<file path="src/logic/bedrock_pkg.sv">
package bedrock_pkg;

  localparam int paddr_width = 20;
  localparam int data_width = 64;

  // Memory slice geometry, word index from addr[10:3]
  localparam int mem_words = 256;
  localparam int mem_index_width = $clog2(mem_words);
  localparam int mem_index_lsb = 3;

  // Host region and register offsets
  localparam int host_region_bit = 19;
  localparam int host_offset_width = 4;
  localparam logic [host_offset_width-1:0] host_trace_offset = 4'h0;
  localparam logic [host_offset_width-1:0] host_finish_offset = 4'h8;

  localparam int trace_width = 8;
  localparam int num_core = 4;

  // Loader flow control
  localparam int max_outstanding = 8;
  localparam int outstanding_width = $clog2(max_outstanding + 1);

  typedef enum logic
  {
    e_msg_read  = 1'b0,
    e_msg_write = 1'b1
  } msg_type_e;

  typedef struct packed
  {
    msg_type_e               msg_type;
    logic [paddr_width-1:0]  addr;
    logic [data_width-1:0]   data;
  } mem_fwd_s;

  typedef struct packed
  {
    msg_type_e               msg_type;
    logic [paddr_width-1:0]  addr;
    logic [data_width-1:0]   data;
  } mem_rev_s;

  typedef enum logic [1:0]
  {
    e_nbf_write  = 2'b00,
    e_nbf_read   = 2'b01,
    e_nbf_finish = 2'b10
  } nbf_op_e;

  typedef struct packed
  {
    nbf_op_e                 op;
    logic [paddr_width-1:0]  addr;
    logic [data_width-1:0]   data;
  } nbf_record_s;

endpackage
</file>
<file path="src/logic/mem_router.sv">
`timescale 1ns/1ps

module mem_router
  (
    input  logic                  clk_i,
    input  logic                  rst_i,

    input  bedrock_pkg::mem_fwd_s fwd_i,
    input  logic                  fwd_v_i,
    output logic                  fwd_ready_o,

    output bedrock_pkg::mem_fwd_s mem_fwd_o,
    output logic                  mem_fwd_v_o,
    input  logic                  mem_fwd_ready_i,

    output bedrock_pkg::mem_fwd_s host_fwd_o,
    output logic                  host_fwd_v_o,
    input  logic                  host_fwd_ready_i,

    input  bedrock_pkg::mem_rev_s mem_rev_i,
    input  logic                  mem_rev_v_i,
    output logic                  mem_rev_ready_o,

    input  bedrock_pkg::mem_rev_s host_rev_i,
    input  logic                  host_rev_v_i,
    output logic                  host_rev_ready_o,

    output bedrock_pkg::mem_rev_s rev_o,
    output logic                  rev_v_o,
    input  logic                  rev_ready_i
  );

  logic to_host;
  logic host_sel;
  logic host_pri_r;
  logic mem_xfer;
  logic host_xfer;

  // Forward steering
  assign to_host = fwd_i.addr[bedrock_pkg::host_region_bit];

  assign mem_fwd_o = fwd_i;
  assign host_fwd_o = fwd_i;
  assign mem_fwd_v_o = fwd_v_i & ~to_host;
  assign host_fwd_v_o = fwd_v_i & to_host;
  assign fwd_ready_o = to_host ? host_fwd_ready_i : mem_fwd_ready_i;

  // Memory wins unless a host reply has been waiting
  assign host_sel = host_rev_v_i & (host_pri_r | ~mem_rev_v_i);

  assign rev_o = host_sel ? host_rev_i : mem_rev_i;
  assign rev_v_o = mem_rev_v_i | host_rev_v_i;
  assign mem_rev_ready_o = rev_ready_i & ~host_sel;
  assign host_rev_ready_o = rev_ready_i & host_sel;

  assign mem_xfer = mem_rev_v_i & mem_rev_ready_o;
  assign host_xfer = host_rev_v_i & host_rev_ready_o;

  // Host reply older than any memory reply that shows up next
  always_ff @(posedge clk_i)
  begin
    if (rst_i)
    begin
      host_pri_r <= 1'b0;
    end
    else if (host_xfer)
    begin
      host_pri_r <= 1'b0;
    end
    else if (host_rev_v_i & (~mem_rev_v_i | mem_xfer))
    begin
      host_pri_r <= 1'b1;
    end
  end

endmodule

</file>
<file path="config.mk">
export PLATFORM = sky130hd
export DESIGN_NAME = mem_router
export DESIGN_NICKNAME = d
export VERILOG_FILES = /design/src/logic/bedrock_pkg.sv /design/src/logic/mem_router.sv
export SDC_FILE = /design/constraint.sdc
export NUM_CORES = 1
export LEC_CHECK = 0
export CAP_MARGIN = 20
export CORE_AREA = 2 2 205 207
export CTS_CLUSTER_DIAMETER = 50
export DETAILED_ROUTE_END_ITERATION = 16
export DIE_AREA = 0 0 207 209
export DONT_BUFFER_PORTS = 1
export SLEW_MARGIN = 40
export SYNTH_ARGS = -nofsm -noshare
export SYNTH_HDL_FRONTEND = slang
export SYNTH_SLANG_ARGS = --single-unit
</file>
<file path="constraint.sdc">
create_clock -name clk_i -period 1.8 [get_ports clk_i]
set_clock_uncertainty 0.15 [all_clocks]
set_input_delay 0.45 -clock clk_i [delete_from_list [all_inputs] [get_ports clk_i]]
set_output_delay 0.45 -clock clk_i [all_outputs]
set_load 0.01 [all_outputs]
</file>
# ---- Word-level counts from Yosys, hierarchy flattened
# Cells that the tools add are included.
dict set report totals {
  register_bits 1
  inputBits 263
}
dict set report op_classes {
  n_mux 2
  reduce_logical 1
  n_bitwise 14
}
# cell count
set ops {}
lappend ops {{$mux W85} 1}
lappend ops {{$and A1 B1 Y1} 8}
lappend ops {{$not A1 Y1} 3}
lappend ops {{$or A1 B1 Y1} 3}
lappend ops {{$reduce_or A2 Y1} 1}
lappend ops {{$mux W1} 1}

# ---- Depth between registers and ports, before layout
dict set report logic_depth {
  ltp_word 8
  mapped_depth 5
}

# ---- Worst setup path before layout
# OpenSTA, ideal clock, no wires.
dict set report synth_timing {
  path_kind {input port to output port}
  from {in mem_rev_v_i}
  to {out rev_o[56] (netlist bit)}
  setup_slack_ns -0.033
  arrival_time_ns 1.233
  required_time_ns 1.200
  n_path_buf 2
  cell_stages 5
  cell_sequence {nand2b_2 > nand2_2 > buf_6 > buf_6 > mux2_4}
}
# item line_no
set synth_lines {}
lappend synth_lines {{from (decl)} mem_router.sv:21} ;# input logic mem_rev_v_i,
lappend synth_lines {{to (decl)} mem_router.sv:28} ;# output bedrock_pkg::mem_rev_s rev_o,

==> qor.csv <==
metric;value;unit
p_sw;0.3153;mW
numPortBuffers;0;
ant_nets;0;
timing.rr.end;host_pri_r;
first_iter_violations;16;
pin_count;524;
synth.distinct_cells;17;
post-route-period-util;1.054;
final_cell_mix;75 x mux2_4, 11 x mux2_2, 5 x buf_16;
synthMuxAreaShare;0.4277;
antenna_found_initial;3;
syn_area;2510;um2
p_per_area;293.0;nW/um2
final.min_clock_period;1.897;ns
setup_viol;85;
worstPathMaxFanout;8;
largest_reg_flops;1;
cp-startpoint;mem_rev_v_i;
synth_compound_area_frac;0.004985;
syn_avg_cell_area;9.028;um2
hpwl;7.973;mm
worstSkewPairLatency;0;ns
coreArea;41290;um2
dieArea;43260;um2
dp_slack;-0.1575;ns
status;finished, violations left;
power.leakage;0.9301;nW
final_area;2415;um2
ys_warn_count;0;
first_global_vias;1337;
slew_viol_final;0;
layout_setup_ws;-0.09698;ns
syn2layout_area_growth;-3.788;%
drt-vias-per-instance;1.989;
die_w;207;um
grt_max_degree;19;
maxSlewHeadroom;0.8172;
required;1.20;ns
initial_core_util;0.06079;
finalWirelength;10.50;mm
r2r.worst_path.cells;4;
critPathLaunchType;primary input;
ys_ff_latch;1;
regToRegStartpoint;host_pri_r;
comb_power_share;0.964;
wire_per_inst;15.98;um
row_count;75;
hold_path_end;host_pri_r;
tightest_slew;0.2751;ns
top_regs;host_pri_r x1;
synthAdderAreaFrac;0;
synth_top_family_by_area;buffers and inverters;
syn-instance-count;278;
cp-end-kind;output pin;
grt-ovfl-total;0;
p_clk_frac;0;
vdd_drop_max;0.00009512;V
ys_seq_area_frac;0.007976;
worstPathArrival;1.30;ns
hold_violations;0;
synth-xor-area-share;0;
maxCapViolCount;0;
dr.pass1.iters;4;
worstHoldPathType;primary input to flip-flop;
remaining_drc_errors;0;
num_vias;1307;
p_sw_frac;0.4456;
syn_nets;541;
layout.cells.most_common;mux2_4;
diodes;0;
path_class;primary input to output pin;
fin_nets;383;
drive_above_1_share;0.9237;
holdPathStages;2;
die-height;209;um
grt_usage;0.03853;
power_frac_seq;0.036;
synth-simple-area-share;0.02144;
design_power_total;0.7076;mW
clkTransAtPathRegs;0;ns
violations;setup timing;
largest-register;host_pri_r;
r2r_slack;0.45;ns
internal_power;0.3923;mW
placed_area;1918;um2
grt_pass1_wl;11.28;mm
hold_start;rst_i;
fmax;0.5272;GHz
place.gp.congestion;0.7891;
rsz0062_at_grt;true;
## cell families after synthesis
family | count (synthesis)
and+or+nand+nor | 9
muxes | 86
AOI/OAI and AO/OA | 2
buffers and inverters | 180
DFF | 1
## per-layer routing
metal	track usage	wire length, um
met2	0.07241	5318
met4	0.02414	642
met3	0.02329	1821
met5	0	41
met1	0.02937	2676
## final cells by class
class	count	area (um2)
fillers	4839	38870
inverters	1	3.754
multi-input cells	99	1378
flip-flops and latches	1	20.02
well taps	539	674.4
repair buffers	17	339.1
## worst max path at each step
stage / end / slack (ns) / cells past startpoint
CTS: rev_o[35] / -0.13 / 4
finish: rev_o[56] / -0.1 / 4
detailed placement: rev_o[43] / -0.16 / 4
global route: rev_o[56] / -0.14 / 4
global placement: rev_o[43] / -0.14 / 4
floorplan: rev_o[56] / 0.02 / 5
## power groups by stage
stage	registers (mW)	logic, mW	clock network, mW
detailed placement	0.0253	0.487	0
CTS	0.0253	0.586	0
finish	0.0252	0.682	0
global route	0.0253	0.718	0
global placement	0.0251	0.490	0
floorplan	0.0254	0.803	0
## metrics by stage
step	utilization	hold WS [ns]	std cells	TNS, ns
floorplan	-	0.4180	278	0
global placement	0.04645	0.4686	644	-5.164
detailed placement	0.04645	0.4774	644	-5.983
CTS	0.05164	0.4773	649	-6.906
global route	0.05848	0.4966	657	-9.277
finish	0.05848	0.4745	657	-5.973
## worst max-delay path, stage by stage
cell	delay, ns
nand2b_4	0.16
nand2_8	0.14
clkbuf_16	0.21
mux2_4	0.32
## synthesized netlist by cell type
| cell type | n | area (um2) |
|---|---|---|
| nor2_1 | 2 | 7.510 |
| mux2_4 | 28 | 420.4 |
| mux2_2 | 58 | 653.1 |
| or2_2 | 1 | 6.260 |
| and2_1 | 1 | 6.260 |
| nor3_1 | 1 | 5.000 |
| dfxtp_1 | 1 | 20.02 |
| inv_1 | 1 | 3.750 |
| o21a_1 | 1 | 7.510 |
| buf_6 | 4 | 45.04 |
| a21oi_1 | 1 | 5.000 |
| nand2b_2 | 1 | 8.760 |
| buf_4 | 170 | 1276 |
| nand2_2 | 1 | 6.260 |
| nor3b_1 | 1 | 7.510 |
| buf_2 | 5 | 25.02 |
| nor2b_1 | 1 | 6.260 |
## timing repair
action | 4_1_cts | 5_1_grt
endpoints found under the setup margin | 83 | 85
hold endpoints to repair | 0 | 0
setup buffers | 0 | 2
hold buffers | 0 | 0
gates resized for setup | 24 | 38
gates cloned | 5 | 6
pin swaps | 0 | 2
(Power assumes the default switching activity.)
