`config.mk`:
```
export PLATFORM = sky130hd
export DESIGN_NAME = msg_fifo
export DESIGN_NICKNAME = d
export VERILOG_FILES = /design/src/logic/msg_fifo.sv
export SDC_FILE = /design/constraint.sdc
export NUM_CORES = 1
export LEC_CHECK = 0
export BUFFER_PORTS_ARGS = -buffer_cell sky130_fd_sc_hd__buf_2
export CAP_MARGIN = 20
export CORE_AREA = 5 5 42 44
export DETAILED_ROUTE_END_ITERATION = 8
export DIE_AREA = 0 0 47 49
export PLACE_DENSITY = 0.44
export SYNTH_ARGS = -nofsm -noshare
export SYNTH_HDL_FRONTEND = slang
export SYNTH_SLANG_ARGS = --single-unit
```
`constraint.sdc`:
```
create_clock -name clk_i -period 1.9 [get_ports clk_i]
set_input_delay 0.285 -clock clk_i [delete_from_list [all_inputs] [get_ports clk_i]]
set_output_delay 0.285 -clock clk_i [all_outputs]
set_load 0.01 [all_outputs]
```
`src/logic/msg_fifo.sv`:
```
`timescale 1ns/1ps

module msg_fifo
  #(
    parameter type msg_t = logic
  )
  (
    input  logic clk_i,
    input  logic rst_i,

    input  msg_t data_i,
    input  logic v_i,
    output logic ready_o,

    output msg_t data_o,
    output logic v_o,
    input  logic ready_i
  );

  msg_t       mem [2];
  logic       wr_ptr_r;
  logic       rd_ptr_r;
  logic [1:0] count_r;
  logic       enq;
  logic       deq;

  assign ready_o = (count_r != 2'd2);
  assign v_o = (count_r != 2'd0);
  assign data_o = mem[rd_ptr_r];

  assign enq = v_i & ready_o;
  assign deq = v_o & ready_i;

  always_ff @(posedge clk_i)
  begin
    if (enq)
    begin
      mem[wr_ptr_r] <= data_i;
    end
  end

  always_ff @(posedge clk_i)
  begin
    if (rst_i)
    begin
      wr_ptr_r <= 1'b0;
      rd_ptr_r <= 1'b0;
      count_r <= 2'd0;
    end
    else
    begin
      if (enq)
      begin
        wr_ptr_r <= ~wr_ptr_r;
      end
      if (deq)
      begin
        rd_ptr_r <= ~rd_ptr_r;
      end
      case ({enq, deq})
        2'b10: count_r <= count_r + 2'd1;
        2'b01: count_r <= count_r - 2'd1;
        default: count_r <= count_r;
      endcase
    end
  end

endmodule

```
; ---- Word level (Yosys, flattened, before mapping)
; Memories as Yosys holds them, arrays and structs flattened. A register that Yosys moved wholly into a read port is not among the register bits.
; Index checks and enable logic that the tools add are counted.
[word_totals]
mem_bits_rw = 2
out_inout_bits = 3
n_memories = 1
reg_bits = 4
wordCells = 20
[mem_list]
columns = memory, words, width, rd, rd_ports_with_merged_regs, write_ports, line
row1 = mem, 2, 1, 1, 1, 1, 20  ; msg_t mem [2];
[classes]
bitwise = 4
eq_ne = 3
n_mux = 5
addsub = 2
reduce_logical = 2
[ops]
columns = cell, count
row1 = $mux W1, 4
row2 = $pmux W2 S2, 1
row3 = $reduce_bool A2 Y1, 2
row4 = $add A2 B1 Y2 const B, 1
row5 = $and A1 B1 Y1, 2
row6 = $eq A2 B1 Y1 const B, 1
row7 = $eq A2 B2 Y1 const B, 1
row8 = $ne A2 B2 Y1 const B, 1
row9 = $not A1 Y1, 2
row10 = $sub A2 B1 Y2 const B, 1

; ---- Logic depth before layout (Yosys ltp)
[depth]
ltp_word = 4
ltp_mapped = 6

; ---- Worst setup path before layout
; No wires, ideal clock.
[synth_timing]
kind = register -> register
from = register count_r[0]
to = register count_r[1]
arrival_time_ns = 1.462
synth_period_minus_slack_ns = 1.531
path_slack_ns = 0.369
path_stages_with_launch = 6
setup_time_ns = 0.070
path_cell_list = dfxtp_1 nand2b_1 nand2_1 ha_1 or3_1 a21oi_1
[synth_via]
elab_chain_len = 4
elab_cells_between_ends = 10
classes_between = 2 x add/sub / 3 x eq/ne / 1 x mux / 2 x bitwise / 2 x reduce/logical
[synth_rtl]
columns = item, line
row1 = start: declaration, 23  ; logic [1:0] count_r;
row2 = start signal: assignment, 61  ; 2'b10: count_r <= count_r + 2'd1;
row3 = start signal: assignment, 62  ; 2'b01: count_r <= count_r - 2'd1;
row4 = start signal: assignment, 63  ; default: count_r <= count_r;
row5 = $ne A2 B2 Y1 *, 27  ; assign ready_o = (count_r != 2'd2);
row6 = named net ready_o, 13  ; output logic ready_o,
row7 = $and A1 B1 Y1 *, 31  ; assign enq = v_i & ready_o;
row8 = $eq A2 B1 Y1 or $eq A2 B2 Y1 (tied branches), 60  ; case ({enq, deq})
row9 = $pmux W2 S2 or $reduce_bool A2 Y1 (tied branches), -
; The timed path passes the listed nets; every way through them passes the cells marked *.
; A chain may end at the register's enable or synchronous reset.

; ---- Worst setup path in the final report
[layout_timing]
from = register count_r[0]
to = register count_r[1]
[layout_via]
elab_chain_len = 4
elab_cells_between_ends = 10
classes_between = 2 x add/sub / 3 x eq/ne / 1 x mux / 2 x bitwise / 2 x reduce/logical
[layout_rtl]
columns = item, line
row1 = $ne A2 B2 Y1 or $reduce_bool A2 Y1 (tied branches), "27, 28"
row2 = $and A1 B1 Y1 (on tied branches), "31, 32"
row3 = $eq A2 B1 Y1 or $eq A2 B2 Y1 (tied branches), 60
row4 = $pmux W2 S2 or $reduce_bool A2 Y1 (tied branches), -
; Several ways; a longest one is shown, not always the timed one.

==> results.rst <==
.. list-table::
   :header-rows: 1

   * - Metric
     - Value
   * - Result of the run
     - finished clean
   * - Syn_nets
     - 33
   * - Required time of the worst setup path
     - 2.08 ns
   * - Number of synthesized register bits
     - 7
   * - Largest cells by area after synthesis
     - dfxtp_1 (34%), edfxtp_1 (20%), xnor2_1 (6.0%)
   * - HP Class
     - in2reg
   * - Final net count
     - 45
   * - Total of cells resized after clock tree synthesis
     - 0
   * - Number of max-slew violations in the final report
     - 0
   * - DIE AREA
     - ~0.0023 mm2
   * - Iteration-0 DRC count of the detailed router
     - 0
   * - Cts hold-fix bufs
     - 0
   * - CP Data Arrival Time
     - 1.77 ns
   * - Cell count after synthesis
     - 27
   * - Setup repair after global routing missed its margin
     - false
   * - # setup viols final
     - 0
   * - Crit path time final
     - 1.59 ns
   * - Endpoint type of the worst setup path
     - flop
   * - Count of cell types in the netlist
     - 18
   * - Pwr/cell area
     - 1590 mW/mm2
   * - Fraction of the yosys area taken by sequential cells
     - 54.5%
   * - Most frequent cell after synthesis
     - dfxtp_1
   * - Final worst path period share
     - 83.9%
   * - Number of flops mapped to enable cells by yosys
     - 2
   * - Cell count after placement
     - 50
   * - Final hold viol count
     - 0
   * - Final Util
     - 26.8%
   * - Initial Util
     - 21.0%
   * - Final Cell Area
     - 375 um2
   * - Highest Clock Rate
     - 627 MHz
   * - Post-synthesis average cell area
     - between 10 and 15 um2
   * - Via-to-Cell Ratio
     - between 4 and 5
   * - Floorplan core area
     - ~0.0014 mm2
   * - Relative max-transition margin
     - between 80% and 90%
   * - Total of max-cap violations
     - 0
   * - Level count of the clock H-tree
     - 1
   * - DIE HEIGHT
     - 49 um
   * - Via count of the first global-routing pass
     - 271
   * - Port bufs
     - 7
   * - Count of vias placed by the detailed router
     - 229
   * - Buffers from clock root to sink, at most
     - 2
   * - Number of I/O pins
     - 8
   * - Post-detail-place hpwl
     - 470 um
   * - CP max-delay cell
     - dfxtp_1
   * - Overall die width
     - 47 um
   * - Critical Path Fanout Max
     - 5
   * - Maximum number of pins on one net before global-route repair
     - 6
   * - Total Neg Setup Slack
     - 0 ns
   * - Num Clock Sinks
     - 7
   * - Clock-pin slew of the registers on the worst-case setup and hold paths
     - roughly 0.05 ns
   * - GRT overflow
     - 0
   * - Crit path launch type
     - flop
   * - Yosys warnings
     - 0
   * - Fraction of layout instances using a drive strength above 1
     - 34.2%
   * - Library cell used as clock root buffer
     - clkbuf_4
   * - Asr flop ratio synth
     - 0%
   * - Netlist Area Pre-Place
     - 294 um2
   * - First-pass GRT wire length
     - 1000 um
   * - Setup Buffers After CTS
     - 0
   * - Post-detailed-route wirelength per cell
     - slightly above 10 um
   * - Clock latency at the later pin of the worst-skew pair
     - 0.25 ns
   * - Leak pwr
     - 0.162 nW
   * - Crit path kind
     - reg2reg
   * - Worst VDD drop
     - 0.000555 V
   * - Total routing resource utilization after global routing
     - 6.15%
   * - Most used flip-flop cell after synthesis
     - dfxtp_1
   * - Number of buffers added by the clock tree synthesis step
     - 3
   * - CP max stage delay
     - 0.40 ns
   * - Most used standard cells in the synthesized netlist
     - dfxtp_1 (5), nor2_1 (3), a21oi_1 (2), edfxtp_1 (2), xnor2_1 (2)
   * - Clock tree from TritonCTS
     - yes
   * - Worst Max-Slew Pin Slew
     - between 0.15 and 0.2 ns
   * - 1st-pass router iterations
     - 1
   * - Area after DPL
     - 349 um2
   * - Post-synthesis cell type with the largest combined area
     - dfxtp_1
   * - Total Power
     - between 0.5 and 0.6 mW
   * - Detailed Route WL
     - 560 um
   * - Row count
     - 14
   * - Final worst clock skew
     - between 0.0002 and 0.00025 ns
   * - Proportion of netlist area held by the largest area contributor
     - about a third
   * - DRC viols
     - 0
   * - Non-filler cells, final
     - 54
   * - Placer Congestion
     - 0.676
   * - ANT nets after route
     - 0
   * - Ordered list of cells on the worst path
     - nand2b_1 > nand2_1 > ha_1 > or3_1 > a21oi_1
   * - Antenna violations before repair
     - 0
   * - Antenna diode instance count
     - 0
   * - P&R area growth vs syn
     - 27.7%
==> cells by family after synthesis <==
group           count (synthesis)  share of synthesized area [%]
compound gates                  5                           11.1
simple gates                    9                           16.2
flops                           7                           54.5
xor+xnor                        3                           8.94
mux                             1                           3.83
fa+ha+maj                       1                           4.25
buf+inv                         1                           1.28
==> worst max-delay path: cells and delay by family (launching register included) <==
family | cells | cell delay [ns]
AOI/OAI and AO/OA | 1 | 0.14
adders and majority gates | 1 | 0.33
DFF | 1 | 0.40
and+or+nand+nor | 3 | 0.65
==> area by class of cell <==
cell class | instances | area (um2)
inverter | 1 | 3.75
timing repair buffer | 7 | 35.0
multi-input combinational | 19 | 130
fill | 165 | 1030
sequential | 7 | 160
clock buffer | 4 | 26.3
tap | 16 | 20.0
==> metal layers <==
metal	vias up	part of all wire (%)	GRT usage [%]
li1	115	-	-
met1	106	37	5.12
met2	8	52	9.28
met3	0	11	6.64
met4	0	0	2.30
met5	-	0	0
==> worst paths after layout <==
path / end / slack (ns) / depth (start not counted) / start
setup / recovery: count_r[1] / 0.31 / 5 / count_r[0]
hold reg to reg: rd_ptr_r / 0.53 / 2 / rd_ptr_r
hold / removal: mem[0] / 0.23 / 1 / data_i
setup reg to reg: count_r[1] / 0.31 / 5 / count_r[0]
==> metrics by stage <==
stage	setup slack [ns]	hold slack (ns)
2_1_floorplan	0.369	0.354
6_report	0.305	0.229
4_1_cts	0.292	0.219
3_5_place_dp	0.302	0.483
5_1_grt	0.191	0.219
3_3_place_gp	0.387	0.478
==> power by group <==
part           internal, mW  switching, mW  leakage, nW  total [mW]
sequential            0.203         0.0349       0.0600       0.238
combinational         0.116          0.112       0.0874       0.227
clock                0.0800         0.0519       0.0150       0.132
total                 0.399          0.199        0.162       0.598
==> cell usage in the layout, fill, tap and decap left out <==
master | synthesis | final
o21a_1 | 1 | 1
and3_1 | 1 | 1
or3_1 | 1 | 1
o21ai_0 | 1 | 1
xnor2_1 | 2 | 2
nand3b_1 | 1 | 1
or2_2 | 1 | 1
nor2_1 | 3 | 3
inv_1 | 1 | 1
ha_1 | 1 | 1
nand2b_1 | 1 | 1
dfxtp_1 | 5 | 5
clkbuf_1 | 0 | 1
a21bo_2 | 1 | 1
a21oi_1 | 2 | 2
buf_2 | 0 | 7
clkbuf_4 | 0 | 3
xor2_1 | 1 | 1
edfxtp_1 | 2 | 2
mux2_2 | 1 | 1
nand2_1 | 1 | 1
Note: power is estimated with default switching activity, not from simulation.
