[config.mk]
export PLATFORM = sky130hd
export DESIGN_NAME = host_regs
export DESIGN_NICKNAME = d
export VERILOG_FILES = /design/src/logic/bedrock_pkg.sv /design/src/logic/host_regs.sv
export SDC_FILE = /design/constraint.sdc
export NUM_CORES = 1
export LEC_CHECK = 0
export ABC_AREA = 1
export BUFFER_PORTS_ARGS = -buffer_cell sky130_fd_sc_hd__buf_2
export CAP_MARGIN = 20
export CORE_ASPECT_RATIO = 1.25
export CORE_MARGIN = 4
export CORE_UTILIZATION = 45
export DETAILED_ROUTE_END_ITERATION = 10
export GPL_ROUTABILITY_DRIVEN = 0
export MAX_ROUTING_LAYER = met4
export PLACE_DENSITY = 0.82
export SYNTH_ARGS = -nofsm -noshare
export SYNTH_HDL_FRONTEND = slang
export SYNTH_SLANG_ARGS = --single-unit
[constraint.sdc]
create_clock -name clk_i -period 6.8 [get_ports clk_i]
set_input_delay 1.7 -clock clk_i [delete_from_list [all_inputs] [get_ports clk_i]]
set_output_delay 1.7 -clock clk_i [all_outputs]
set_load 0.005 [all_outputs]
[src/logic/bedrock_pkg.sv]
package bedrock_pkg;

  localparam int paddr_width = 20;
  localparam int data_width = 64;

  // Memory slice geometry, word index from addr[10:3]
  localparam int mem_words = 256;
  localparam int mem_index_width = $clog2(mem_words);
  localparam int mem_index_lsb = 3;

  // Host region and register offsets
  localparam int host_region_bit = 19;
  localparam int host_offset_width = 4;
  localparam logic [host_offset_width-1:0] host_trace_offset = 4'h0;
  localparam logic [host_offset_width-1:0] host_finish_offset = 4'h8;

  localparam int trace_width = 8;
  localparam int num_core = 4;

  // Loader flow control
  localparam int max_outstanding = 8;
  localparam int outstanding_width = $clog2(max_outstanding + 1);

  typedef enum logic
  {
    e_msg_read  = 1'b0,
    e_msg_write = 1'b1
  } msg_type_e;

  typedef struct packed
  {
    msg_type_e               msg_type;
    logic [paddr_width-1:0]  addr;
    logic [data_width-1:0]   data;
  } mem_fwd_s;

  typedef struct packed
  {
    msg_type_e               msg_type;
    logic [paddr_width-1:0]  addr;
    logic [data_width-1:0]   data;
  } mem_rev_s;

  typedef enum logic [1:0]
  {
    e_nbf_write  = 2'b00,
    e_nbf_read   = 2'b01,
    e_nbf_finish = 2'b10
  } nbf_op_e;

  typedef struct packed
  {
    nbf_op_e                 op;
    logic [paddr_width-1:0]  addr;
    logic [data_width-1:0]   data;
  } nbf_record_s;

endpackage
[src/logic/host_regs.sv]
`timescale 1ns/1ps

module host_regs
  (
    input  logic                                clk_i,
    input  logic                                rst_i,

    input  bedrock_pkg::mem_fwd_s               fwd_i,
    input  logic                                fwd_v_i,
    output logic                                fwd_ready_o,

    output bedrock_pkg::mem_rev_s               rev_o,
    output logic                                rev_v_o,
    input  logic                                rev_ready_i,

    output logic [bedrock_pkg::trace_width-1:0] trace_en_o,
    output logic [bedrock_pkg::num_core-1:0]    finish_o
  );

  logic [bedrock_pkg::host_offset_width-1:0] offset;
  logic [bedrock_pkg::data_width-1:0]        rd_val;
  logic                                      accept;
  logic                                      is_write;

  assign offset = fwd_i.addr[bedrock_pkg::host_offset_width-1:0];
  assign is_write = (fwd_i.msg_type == bedrock_pkg::e_msg_write);

  assign fwd_ready_o = ~rev_v_o | rev_ready_i;
  assign accept = fwd_v_i & fwd_ready_o;

  // Unmapped offsets read as zero
  always_comb
  begin
    rd_val = '0;
    if (offset == bedrock_pkg::host_trace_offset)
    begin
      rd_val[bedrock_pkg::trace_width-1:0] = trace_en_o;
    end
    else if (offset == bedrock_pkg::host_finish_offset)
    begin
      rd_val[bedrock_pkg::num_core-1:0] = finish_o;
    end
  end

  always_ff @(posedge clk_i)
  begin
    if (rst_i)
    begin
      trace_en_o <= '0;
      finish_o <= '0;
      rev_v_o <= 1'b0;
    end
    else
    begin
      if (accept & is_write & (offset == bedrock_pkg::host_trace_offset))
      begin
        trace_en_o <= fwd_i.data[bedrock_pkg::trace_width-1:0];
      end
      if (accept & is_write & (offset == bedrock_pkg::host_finish_offset))
      begin
        finish_o <= fwd_i.data[bedrock_pkg::num_core-1:0];
      end
      if (accept)
      begin
        rev_v_o <= 1'b1;
      end
      else if (rev_ready_i)
      begin
        rev_v_o <= 1'b0;
      end
    end
  end

  always_ff @(posedge clk_i)
  begin
    if (accept)
    begin
      rev_o.msg_type <= fwd_i.msg_type;
      rev_o.addr <= fwd_i.addr;
      rev_o.data <= is_write ? fwd_i.data : rd_val;
    end
  end

endmodule

; ---- After elaboration in Yosys (flattened, before gate mapping)
; Cells that the tools add are included.
; Widths: inputs -> output; s select.
[totals]
ff_bits = 98
in_bits = 89
output_inout_bits = 99
wordCells = 22
[classes]
n_eq_ne = 1
n_mux = 6
n_bitwise = 6
n_reduce_logical = 2
[ops]
columns = cell, count
row1 = $mux 4, 3
row2 = $mux 8, 1
row3 = $and 1x1->1, 4
row4 = $eq 4x4->1 const B, 1
row5 = $logic_not 4->1, 1
row6 = $mux 1, 2
row7 = $reduce_bool 2->1, 1
row8 = $not 1->1, 1
row9 = $or 1x1->1, 1

; ---- Depth between registers and ports, before layout
[logic_depth]
depth_word = 5
mapped_depth = 8
mapped_depth_nobuf = 7

; ---- Least setup slack after synthesis
; Ideal clock, no wire load.
[synth_timing]
path_type = input to register
from = input port fwd_v_i
to = register rev_o[0] in the netlist's numbering, enable pin
setup_time_ns = 0.556
t_arrival_ns = 5.851
required_ns = 6.244
path_slack_ns = 0.392
cell_stages = 2
n_path_buf = 0
path_cell_list = inv_1 -> a21oi_1
[synth_between]
elab_chain_cells = 1
[synth_lines]
columns = element, line_no
row1 = start: declaration, host_regs.sv:9  ; input logic fwd_v_i,
row2 = $and 1x1->1, host_regs.sv:29  ; assign accept = fwd_v_i & fwd_ready_o;
row3 = via accept, host_regs.sv:22  ; logic accept;
row4 = end: declaration, host_regs.sv:12  ; output bedrock_pkg::mem_rev_s rev_o,
; The timed path passes the listed nets, and every way through them passes these cells.
; A chain may end at the register's enable or synchronous reset.

; ---- Worst setup path in the final report
[layout_timing]
from = input port rev_ready_i
to = output port fwd_ready_o
[layout_between]
elab_chain_cells = 1
[layout_lines]
columns = element, line_no
row1 = start: declaration, host_regs.sv:14  ; input logic rev_ready_i,
row2 = $or 1x1->1, host_regs.sv:28  ; assign fwd_ready_o = ~rev_v_o | rev_ready_i;
row3 = end: declaration, host_regs.sv:10  ; output logic fwd_ready_o,
; Every way passes these cells.

==> flow_summary.yaml <==
yosys:
  synth_warnings: 0
  mappedNetlistNets: 409
  synth_most_common_cell: "nand2_1"
  netlist.top_cell.by_area: "edfxtp_1"
  syn_area_um2: 3750
  synth-edff-count: 85
  avgSynthCellArea_um2: 11.7
  synth_area_leaders: "edfxtp_1 (68%), nand2_1 (9.3%), inv_1 (7.0%)"
  synthFlopType: "edfxtp_1"
  synth_seq_cells: 98
  synth_common_cells: "nand2_1 (93), edfxtp_1 (85), inv_1 (70), nor2_1 (24), dfxtp_1 (13)"
  synth_cell_type_count: 18
  synth_top_cell_area_share_pct: 68.0
  postSynth.asyncResetShare_pct: 0
  syn_inst: 320
  yosysSeqAreaShare_pct: 75.0
power:
  vdd_ir_drop_max_uv: 132
  p_leak_uw: 0.00261
  power_density_nw_per_um2: 230
global_route:
  antenna_found_initial: 0
  grt_usage_pct: 18.4
  grt_pass1_wl_mm: 12.8
  first_global_vias: 2676
  grt_max_degree: 60
  overflow: 0
cts:
  htree_num_levels: 3
  clockBufferDepth: 2
  clock_tree.root_cell: "clkbuf_8"
  cts_inserted_buffers: 9
  cts.clk_slew.worst_paths_ns: 0.08
  cts_resized: 0
  cts_tree: "done"
  cts.hold.buffers_added: 0
  clock_insertion_delay_worst_skew_ns: 0.36
  clkSinkCount: 98
  post_cts_buffers: 0
run_status:
  status: "complete, no violations"
worst_hold_path:
  min_path_type: "flop to flop"
place:
  place_hpwl_mm: 6.84
  port_buffers: 187
  dp_cells: 594
drt:
  vias: 2789
  dr.pass1.iters: 4
  postRouteAntennaNets: 0
  drt-vias-per-instance: 4.57
  wl_per_cell_um: 14.7
  drt_iter0_drc: 105
  drc: 0
  wl_mm: 8.97
sta:
  fmax_mhz: 259
  period_share_pct: 56.7
  rsz0062_at_grt: "no"
  slew_viol_final: 0
  period_minus_slack_ns: 3.86
  clock_skew_ns: 0.00518
  finalHoldViolCount: 0
  timing.setup.tns_ns: 0
  slew_headroom_pct: 30.2
  setup_violations: 0
  worstMarginPinSlew_ns: 1.05
die:
  floorplan.rows: 36
  dieWidth_um: 89.7
  start_util_pct: 47.0
  ios: 188
  dieArea_um2: 9870
  coreArea_um2: 7970
  die_h_um: 110
critical_path:
  cp.arrival_ns: 2.16
  cpPeakStageDelay_ns: 0.14
  worst_setup_path_end_kind: "output port"
  cp_common_cell: "buf_2"
  crit_path_top_delay_cell: "buf_2"
  crit_family: "buffers and inverters"
  crit_chain: "buf_2 > inv_1 > nand2_2 > buf_2"
  critPathKind: "input pin to output port"
  start_kind: "input pin"
  critPathRequiredTime_ns: 5.10
  path_buf_inv: 3
  crit_fanout: 3
finish:
  fin_cells: 610
  area_delta_synth_final_pct: 31.4
  antenna_cells: 0
  nets: 599
  drive_above_1_share_pct: 40.2
flow_run:
  drv_cap: 0
==> final timing paths <==
check | start | to | slack (ns) | cells after the start
hold reg to reg | trace_en_o[2] | trace_en_o[2] | 0.50 | 2
setup reg to reg | rev_v_o | rev_o[73] | 4.58 | 2
hold / removal | trace_en_o[2] | trace_en_o[2] | 0.50 | 2
setup / recovery | rev_ready_i | fwd_ready_o | 2.94 | 4
==> layout make-up <==
| type | instances | area [um2] |
|---|---|---|
| Clock buffer | 12 | 135 |
| Clock inverter | 4 | 18.8 |
| Tap cell | 95 | 119 |
| Sequential cell | 98 | 2810 |
| Fill cell | 661 | 3050 |
| Multi-Input combinational cell | 143 | 636 |
| Timing Repair Buffer | 188 | 943 |
| Inverter | 70 | 263 |
==> logic make-up (layout without fill, tap and decap cells) <==
| logic type | after synthesis | in the layout | synth area share, % |
|---|---|---|---|
| AO/OA/AOI/OAI | 10 | 10 | 1.33 |
| AND/OR/NAND/NOR | 133 | 133 | 15.3 |
| buffers and inverters | 79 | 274 | 8.37 |
| flip-flops | 98 | 98 | 75.0 |
==> worst register-to-register path, cell delays in order (launching register included) <==
cell and delay, ns:
dfxtp_1 0.36, a21oi_4 0.75, buf_4 0.71
==> cells in the final DEF (no fill, tap or decap) <==
| cell | Yosys | routed |
|---|---|---|
| nand2_2 | 1 | 1 |
| buf_4 | 0 | 1 |
| clkinv_1 | 0 | 3 |
| nor2_4 | 3 | 3 |
| clkbuf_8 | 0 | 9 |
| edfxtp_1 | 85 | 85 |
| buf_2 | 5 | 187 |
| dfxtp_1 | 13 | 13 |
| clkinvlp_4 | 0 | 1 |
| nand2_1 | 93 | 93 |
| nor2_8 | 1 | 1 |
| a21oi_1 | 2 | 1 |
| nand3_4 | 1 | 1 |
| inv_1 | 70 | 70 |
| a21oi_4 | 0 | 1 |
| clkbuf_1 | 2 | 3 |
| nand2_4 | 1 | 1 |
| o21ai_0 | 8 | 8 |
| nor2_2 | 1 | 1 |
| nor2_1 | 24 | 24 |
| nand3_1 | 8 | 8 |
==> where the power goes <==
| part | leakage [uW] | switching (uW) | total [uW] | internal (uW) |
|---|---|---|---|---|
| registers | 0.000947 | 9.06 | 702 | 693 |
| clock network | 0.0000731 | 185 | 315 | 130 |
| logic | 0.00159 | 64.4 | 114 | 49.2 |
| total | 0.00261 | 259 | 1130 | 872 |
==> state kept, by name, indices dropped and copies added (netlist names) <==
register    flops
rev_v_o         1
finish_o        4
trace_en_o      8
rev_o          85
==> layer usage <==
| layer | share of wire [%] | global-route usage (%) |
|---|---|---|
| met1 | 35 | 19.4 |
| met2 | 54 | 32.0 |
| met3 | 9.2 | 5.95 |
| met4 | 1.9 | 6.70 |
| met5 | 0 | - |
==> stage by stage <==
step           hold WS, ns  setup WS, ns  utilization [%]  area (um2)  total power [uW]
3_3_place_gp         0.491          2.97             59.9        4770               826
3_5_place_dp         0.497          2.94             59.9        4770               832
4_1_cts              0.508          2.94             61.8        4930              1140
5_1_grt              0.536          2.92             61.8        4930              1180
2_1_floorplan        0.494         0.392                -        3750               762
6_report             0.503          2.94             61.8        4930              1130
Note: power is estimated with default switching activity, not from simulation.
