--- src/logic/bedrock_pkg.sv ---
package bedrock_pkg;

  localparam int paddr_width = 20;
  localparam int data_width = 64;

  // Memory slice geometry, word index from addr[10:3]
  localparam int mem_words = 256;
  localparam int mem_index_width = $clog2(mem_words);
  localparam int mem_index_lsb = 3;

  // Host region and register offsets
  localparam int host_region_bit = 19;
  localparam int host_offset_width = 4;
  localparam logic [host_offset_width-1:0] host_trace_offset = 4'h0;
  localparam logic [host_offset_width-1:0] host_finish_offset = 4'h8;

  localparam int trace_width = 8;
  localparam int num_core = 4;

  // Loader flow control
  localparam int max_outstanding = 8;
  localparam int outstanding_width = $clog2(max_outstanding + 1);

  typedef enum logic
  {
    e_msg_read  = 1'b0,
    e_msg_write = 1'b1
  } msg_type_e;

  typedef struct packed
  {
    msg_type_e               msg_type;
    logic [paddr_width-1:0]  addr;
    logic [data_width-1:0]   data;
  } mem_fwd_s;

  typedef struct packed
  {
    msg_type_e               msg_type;
    logic [paddr_width-1:0]  addr;
    logic [data_width-1:0]   data;
  } mem_rev_s;

  typedef enum logic [1:0]
  {
    e_nbf_write  = 2'b00,
    e_nbf_read   = 2'b01,
    e_nbf_finish = 2'b10
  } nbf_op_e;

  typedef struct packed
  {
    nbf_op_e                 op;
    logic [paddr_width-1:0]  addr;
    logic [data_width-1:0]   data;
  } nbf_record_s;

endpackage
--- src/logic/nbf_loader.sv ---
`timescale 1ns/1ps

module nbf_loader
  (
    input  logic                                  clk_i,
    input  logic                                  rst_i,

    input  bedrock_pkg::nbf_record_s              record_i,
    input  logic                                  record_v_i,
    output logic                                  record_ready_o,

    output bedrock_pkg::mem_fwd_s                 fwd_o,
    output logic                                  fwd_v_o,
    input  logic                                  fwd_ready_i,

    input  bedrock_pkg::mem_rev_s                 rev_i,
    input  logic                                  rev_v_i,
    output logic                                  rev_ready_o,

    output logic                                  rd_v_o,
    output logic [bedrock_pkg::paddr_width-1:0]   rd_addr_o,
    output logic [bedrock_pkg::data_width-1:0]    rd_data_o,
    output logic                                  done_o
  );

  logic [bedrock_pkg::outstanding_width-1:0] outstanding_r;
  logic                                      finish_seen_r;
  logic                                      is_msg;
  logic                                      at_limit;
  logic                                      inc;
  logic                                      dec;

  assign is_msg = (record_i.op == bedrock_pkg::e_nbf_write)
                | (record_i.op == bedrock_pkg::e_nbf_read);
  assign at_limit = (outstanding_r == bedrock_pkg::max_outstanding);

  // Finish records need no room downstream
  assign record_ready_o = ~finish_seen_r & ~at_limit & (fwd_ready_i | ~is_msg);
  assign fwd_v_o = record_v_i & is_msg & ~finish_seen_r & ~at_limit;

  always_comb
  begin
    fwd_o.msg_type = (record_i.op == bedrock_pkg::e_nbf_read) ? bedrock_pkg::e_msg_read
                                                              : bedrock_pkg::e_msg_write;
    fwd_o.addr = record_i.addr;
    fwd_o.data = record_i.data;
  end

  // Replies are always sunk
  assign rev_ready_o = 1'b1;

  assign inc = fwd_v_o & fwd_ready_i;
  assign dec = rev_v_i;

  assign done_o = finish_seen_r & (outstanding_r == '0);

  always_ff @(posedge clk_i)
  begin
    if (rst_i)
    begin
      outstanding_r <= '0;
      finish_seen_r <= 1'b0;
      rd_v_o <= 1'b0;
    end
    else
    begin
      case ({inc, dec})
        2'b10: outstanding_r <= outstanding_r + 1'b1;
        2'b01: outstanding_r <= outstanding_r - 1'b1;
        default: outstanding_r <= outstanding_r;
      endcase
      if (record_v_i & record_ready_o & (record_i.op == bedrock_pkg::e_nbf_finish))
      begin
        finish_seen_r <= 1'b1;
      end
      rd_v_o <= rev_v_i & (rev_i.msg_type == bedrock_pkg::e_msg_read);
    end
  end

  // Read result payload
  always_ff @(posedge clk_i)
  begin
    if (rev_v_i)
    begin
      rd_addr_o <= rev_i.addr;
      rd_data_o <= rev_i.data;
    end
  end

endmodule

--- config.mk ---
export PLATFORM = sky130hd
export DESIGN_NAME = nbf_loader
export DESIGN_NICKNAME = d
export VERILOG_FILES = /design/src/logic/bedrock_pkg.sv /design/src/logic/nbf_loader.sv
export SDC_FILE = /design/constraint.sdc
export NUM_CORES = 1
export LEC_CHECK = 0
export BUFFER_PORTS_ARGS = -buffer_cell sky130_fd_sc_hd__buf_2
export CELL_PAD_IN_SITES_DETAIL_PLACEMENT = 0
export CELL_PAD_IN_SITES_GLOBAL_PLACEMENT = 1
export CORE_AREA = 2 2 136 138
export CTS_BUF_LIST = sky130_fd_sc_hd__clkbuf_16
export DETAILED_ROUTE_END_ITERATION = 7
export DIE_AREA = 0 0 138 140
export PLACE_DENSITY = 0.61
export SYNTH_ARGS = -nofsm -noshare
export SYNTH_HDL_FRONTEND = slang
export SYNTH_SLANG_ARGS = --single-unit
--- constraint.sdc ---
create_clock -name clk_i -period 5.8 [get_ports clk_i]
set_clock_uncertainty 0.05 [all_clocks]
set_input_delay 0.29 -clock clk_i [delete_from_list [all_inputs] [get_ports clk_i]]
set_output_delay 0.29 -clock clk_i [all_outputs]
set_load 0.005 [all_outputs]
Yosys cells after proc, flatten, opt, wreduce, memory -nomap -nowiden

Cells that the tools add are included.

Add/subtract/negate cells: 2
Eq/ne operators: 5
Mux-type cells: 2
Bitwise logic cells: 16
Reduce and logical (&&, ||, !) cells: 3

Operators with widths:

| cell                  | number |
|---|---|
| $and A1 B1 Y1         | 10 |
| $pmux W4 S2           | 1 |
| $add A4 B1 Y4 const B | 1 |
| $eq A2 B1 Y1 const B  | 2 |
| $eq A2 B2 Y1 const B  | 2 |
| $eq A4 B4 Y1 const B  | 1 |
| $logic_not A4 Y1      | 1 |
| $not A1 Y1            | 4 |
| $sub A4 B1 Y4 const B | 1 |
| $logic_not A2 Y1      | 1 |
| $or A1 B1 Y1          | 2 |
| $reduce_bool A2 Y1    | 1 |
| $mux W1               | 1 |

Register bits after elaboration: 90
Bits of input ports: 176
Output and inout port bits: 174
Word-level logic and storage cells: 33

Logic depth before layout (Yosys ltp)

Word-level depth: 8
Mapped depth: 11
Mapped depth without buffers: 11

Least setup slack after synthesis

No wires, ideal clock.

Path kind: reg2reg
From: register outstanding_r[0] in the netlist's numbering
To: register outstanding_r[3] in the netlist's numbering
Library setup time: 70 ps
Arrival: 2218 ps
Data required time: 5680 ps
Slack: 3462 ps
Cell stages (with the launch flop): 11
Path buffers: 0
Period minus slack after synthesis: 2338 ps
Path through: dfxtp_1 > nor3_1 > a21oi_1 > and3b_1 > nand2_1 > ha_1 > ha_1 > a21oi_1 > a21oi_1 > or4_1 > a21oi_1

Cells in the longest elaborated chain, start to end: 6
Elaborated cells between the ends (all ways): 10
Classes of those cells: add/sub: 2; eq/ne: 3; mux: 1; bitwise: 3; reduce/logical: 1

Ends and longest elaborated chain:

| item                                              | RTL line         | text |
|---|---|---|
| from (decl)                                       | nbf_loader.sv:26 | `logic [bedrock_pkg::outstanding_width-1:0] outstanding_r;` |
| from (signal assigned)                            | nbf_loader.sv:68 | `2'b10: outstanding_r <= outstanding_r + 1'b1;` |
| from (signal assigned)                            | nbf_loader.sv:69 | `2'b01: outstanding_r <= outstanding_r - 1'b1;` |
| from (signal assigned)                            | nbf_loader.sv:70 | `default: outstanding_r <= outstanding_r;` |
| $eq A4 B4 Y1 (*)                                  | nbf_loader.sv:35 | `assign at_limit = (outstanding_r == bedrock_pkg::max_outstanding);` |
| $not A1 Y1 (*)                                    | nbf_loader.sv:39 | `assign fwd_v_o = record_v_i & is_msg & ~finish_seen_r & ~at_limit;` |
| $and A1 B1 Y1 (*)                                 | nbf_loader.sv:39 |  |
| via fwd_v_o                                       | nbf_loader.sv:13 | `output logic fwd_v_o,` |
| $and A1 B1 Y1 (*)                                 | nbf_loader.sv:52 | `assign inc = fwd_v_o & fwd_ready_i;` |
| $eq A2 B1 Y1 or $eq A2 B2 Y1 (tied branches)      | nbf_loader.sv:67 | `case ({inc, dec})` |
| $pmux W4 S2 or $reduce_bool A2 Y1 (tied branches) | n/a              |  |

Mark *: on every way through the listed nets, which the timed path passes. The rest lies on a longest branch.
A chain may end at the register's enable or synchronous reset.

Final worst setup path

From: register outstanding_r[0] in the netlist's numbering
To: register outstanding_r[3] in the netlist's numbering

Cells in the longest elaborated chain, start to end: 6
Elaborated cells between the ends (all ways): 10
Classes of those cells: add/sub: 2; eq/ne: 3; mux: 1; bitwise: 3; reduce/logical: 1

Ends and longest elaborated chain:

| item                                              | RTL line |
|---|---|
| $eq A4 B4 Y1                                      | nbf_loader.sv:35 |
| $not A1 Y1                                        | nbf_loader.sv:39 |
| $and A1 B1 Y1                                     | nbf_loader.sv:39 |
| $and A1 B1 Y1                                     | nbf_loader.sv:52 |
| $eq A2 B1 Y1 or $eq A2 B2 Y1 (tied branches)      | nbf_loader.sv:67 |
| $pmux W4 S2 or $reduce_bool A2 Y1 (tied branches) | n/a |

Several ways; a longest one is shown, not always the timed one.

==> results.md <==
* GR Overflow Total at 0
* Sum Neg Setup Slack at 0 ns
* Post-synthesis sequential area ratio at about 75%
* Ys Warns at 0
* Distinct cells, synth at 22
* Post-synthesis compound-gate area fraction at 1.495%
* Max Slew Vio Count at 0
* Crit path launch type: flop
* Die H at 140 um
* DP Cell Count at 536
* Sink Count at 90
* Max VDD drop at 0.1140 mV
* Setup Fix Bufs, Post-CTS at 0
* Post-synth EDFFs at 84
* Hold buffers post-CTS at 0
* CTS root buf: clkbuf_16
* Drt wl/cell at 17.20 um
* Reg area at 2643 um^2
* Final nets at 498
* GRT Util Overall at a little under a tenth
* Cell Pwr Density at 343.3 nW/um^2
* Top Ports at between 300 and 400
* Antenna violations before repair at 0
* Final hold vios at 0
* HP Class: in -> reg
* Drt via density at 3.663
* Clock slew at reported path FFs at 0.07 ns
* Mapped Nets at between 300 and 400
* ANT cells at 0
* Total of max-cap violations at 0
* Area leader, netlist: edfxtp_1
* Die W at 138 um
* F_max at 380.3 MHz
* Post-Synth Simple-Gate Area at 2.527%
* RD Place Congestion at 0.7406
* CP endpoint kind: flop
* Post-synthesis mux area share at 0%
* Synthesized-area fraction occupied by adder cells at 1.637%
* Hpwl dp at 7.571 mm
* Static leakage at 1.840 nW
* Main flop type after synthesis: edfxtp_1
* Vias after detailed routing at 2022
* Synth Cell Area at 3516 um^2
* Drt drc at 0
* FILL cells at around 1900
* Crit path DAT at 2.84 ns
* TritonRoute pass-1 iters at 4
* # resized after CTS at 0
* CORE AREA at 17780 um^2
* Post-synthesis register bit count at 90
* Drt initial violations at 110
* Worst-skew pair later-pin latency at 0.33 ns
* Area of the multi-input gates at 220.2 um^2
* Total wire length at 9.497 mm
* Die footprint at 19320 um^2
* Relative slew slack at 31.85%
* Post-Synth XOR/XNOR Area at 0.4982%
* Least-Margin Pin Slew at between 1 and 1.5 ns
* Rows at 49
* Top cells by instance count after synthesis: 85 x buf_4, 84 x edfxtp_1, 7 x nor2_1, 6 x a21oi_1, 6 x dfxtp_1
* # port buffers at 180
* CTS tree: done
* RSZ-0062 raised after global routing: false
* Global-route wire length before repair at between 10 and 15 mm
* Largest family of logic cells by synthesized area: buffers and inverters
* Tmin final at 2.629 ns
* Critical path fanouts, max at 4
* CTS Buf Count at 9
* H-tree levels at 3
* Initial Util at 19.77%
* Dominant cells by area after synthesis: edfxtp_1 72%, buf_4 18%, dfxtp_1 3.4%
* Final Cycle Share at a little under half
* Outcome: finished, final reports clean
* Post-route insts no fill at around 550
* Vias in the first global route at 2029
* Area grow syn2layout at 24.38%
* CP Data Required Time at roughly 6.0 ns
* Most common cell in the netlist: buf_4
* Cells after Synth at between 200 and 250
* Final setup viols at 0
* Share of post-route cells with drive strength above 1 at 60.68%
* Largest net degree at the start of global routing at 79
* CP Class: reg -> reg
* Post-synth ARST share at 0%
* Syn Area/Cell at between 15 and 20 um^2
* Post-synth top area share at 71.74%
* ANT nets after route at 0
* Clk buf depth at 2
layout by cell type, fill, tap and decap left out, drive strengths merged:
cell type  netlist  routed
a211oi           1       1
a21oi            6       6
and3             1       1
and3b            2       2
buf             85     181
bufinv           0       1
clkbuf           1       9
clkinv           0       2
clkinvlp         0       1
conb             1       1
dfxtp            6       6
edfxtp          84      84
fa               1       1
ha               3       3
inv              3       6
nand2            2       2
nand2b           1       1
nand3            1       1
nor2             7       7
nor3             1       1
nor3b            1       1
o21a             1       1
o31ai            1       1
or4              1       1
xor2             2       2
final timing paths:
path | startpoint | to | slack (ns) | cells past startpoint
min reg2reg | finish_seen_r$_SDFFE_PP0P_ | finish_seen_r$_SDFFE_PP0P_ | 0.45 | 2
max | outstanding_r[0]$_SDFFE_PP0P_ | outstanding_r[3]$_SDFFE_PP0P_ | 3.17 | 10
min | rev_i[84] | rd_v_o$_SDFF_PP0_ | 0.07 | 2
max reg2reg | outstanding_r[0]$_SDFFE_PP0P_ | outstanding_r[3]$_SDFFE_PP0P_ | 3.17 | 10
sequential cells by signal, indices dropped and copies added, names as in the netlist:
register and flops:
rd_addr_o 20, rd_v_o 1, rd_data_o 64, outstanding_r 4
finish_seen_r 1
per-layer routing:
layer  vias to the layer above  track usage, %  wire, um  part of all wire [%]
met5                         -               0         0                     0
met4                         0           5.102       301                   3.2
met3                        38           6.154      1353                    14
met2                       177           15.97      4862                    51
met1                       935           7.888      2980                    31
li1                        872               -         -                     -
layout make-up:
type                            instances  share of cell area [%]
Sequential cell                        90                   60.43
Tap cell                              229                   6.552
Timing Repair Buffer                  181                   20.83
Clock buffer                            9                   5.150
Inverter                                3                  0.2575
Clock inverter                          7                   1.745
Multi-Input combinational cell         33                   5.036
cells by family (layout without fill, tap and decap cells):
group	count (synthesis)	in the layout
flip-flops	90	90
buffers and inverters	89	200
AND/OR/NAND/NOR	17	17
AO/OA/AOI/OAI	9	9
adder cells (fa/ha/maj)	4	4
XOR/XNOR	2	2
other	1	1
report_power, final:
group	switching, mW	internal [mW]	leakage, nW
logic	0.0669	0.0673	0.821
clock network	0.247	0.337	0.148
registers	0.0157	0.768	0.872
per-stage QoR:
| stage | utilization, % | hold slack, ns | power [mW] | instance area (um^2) | setup WS [ns] |
|---|---|---|---|---|---|
| 2_1_floorplan | - | 0.3091 | 0.8795 | 3516 | 3.462 |
| 3_3_place_gp | 22.90 | 0.4099 | 0.9305 | 4071 | 3.279 |
| 3_5_place_dp | 22.90 | 0.4182 | 0.9351 | 4071 | 3.224 |
| 4_1_cts | 24.60 | 0.05566 | 1.530 | 4373 | 3.177 |
| 5_1_grt | 24.60 | 0.05308 | 1.570 | 4373 | 2.995 |
| 6_report | 24.60 | 0.07484 | 1.501 | 4373 | 3.171 |
worst max-delay path: stages, from the launching register on:
cell and delay (ns):
dfxtp_1 0.35, nor3_1 0.33, a21oi_1 0.14, and3b_1 0.20, nand2_1 0.09, ha_1 0.22
ha_1 0.28, a21oi_1 0.19, a21oi_1 0.10, or4_1 0.47, a21oi_1 0.14
Power figures use the tool's default switching activity.
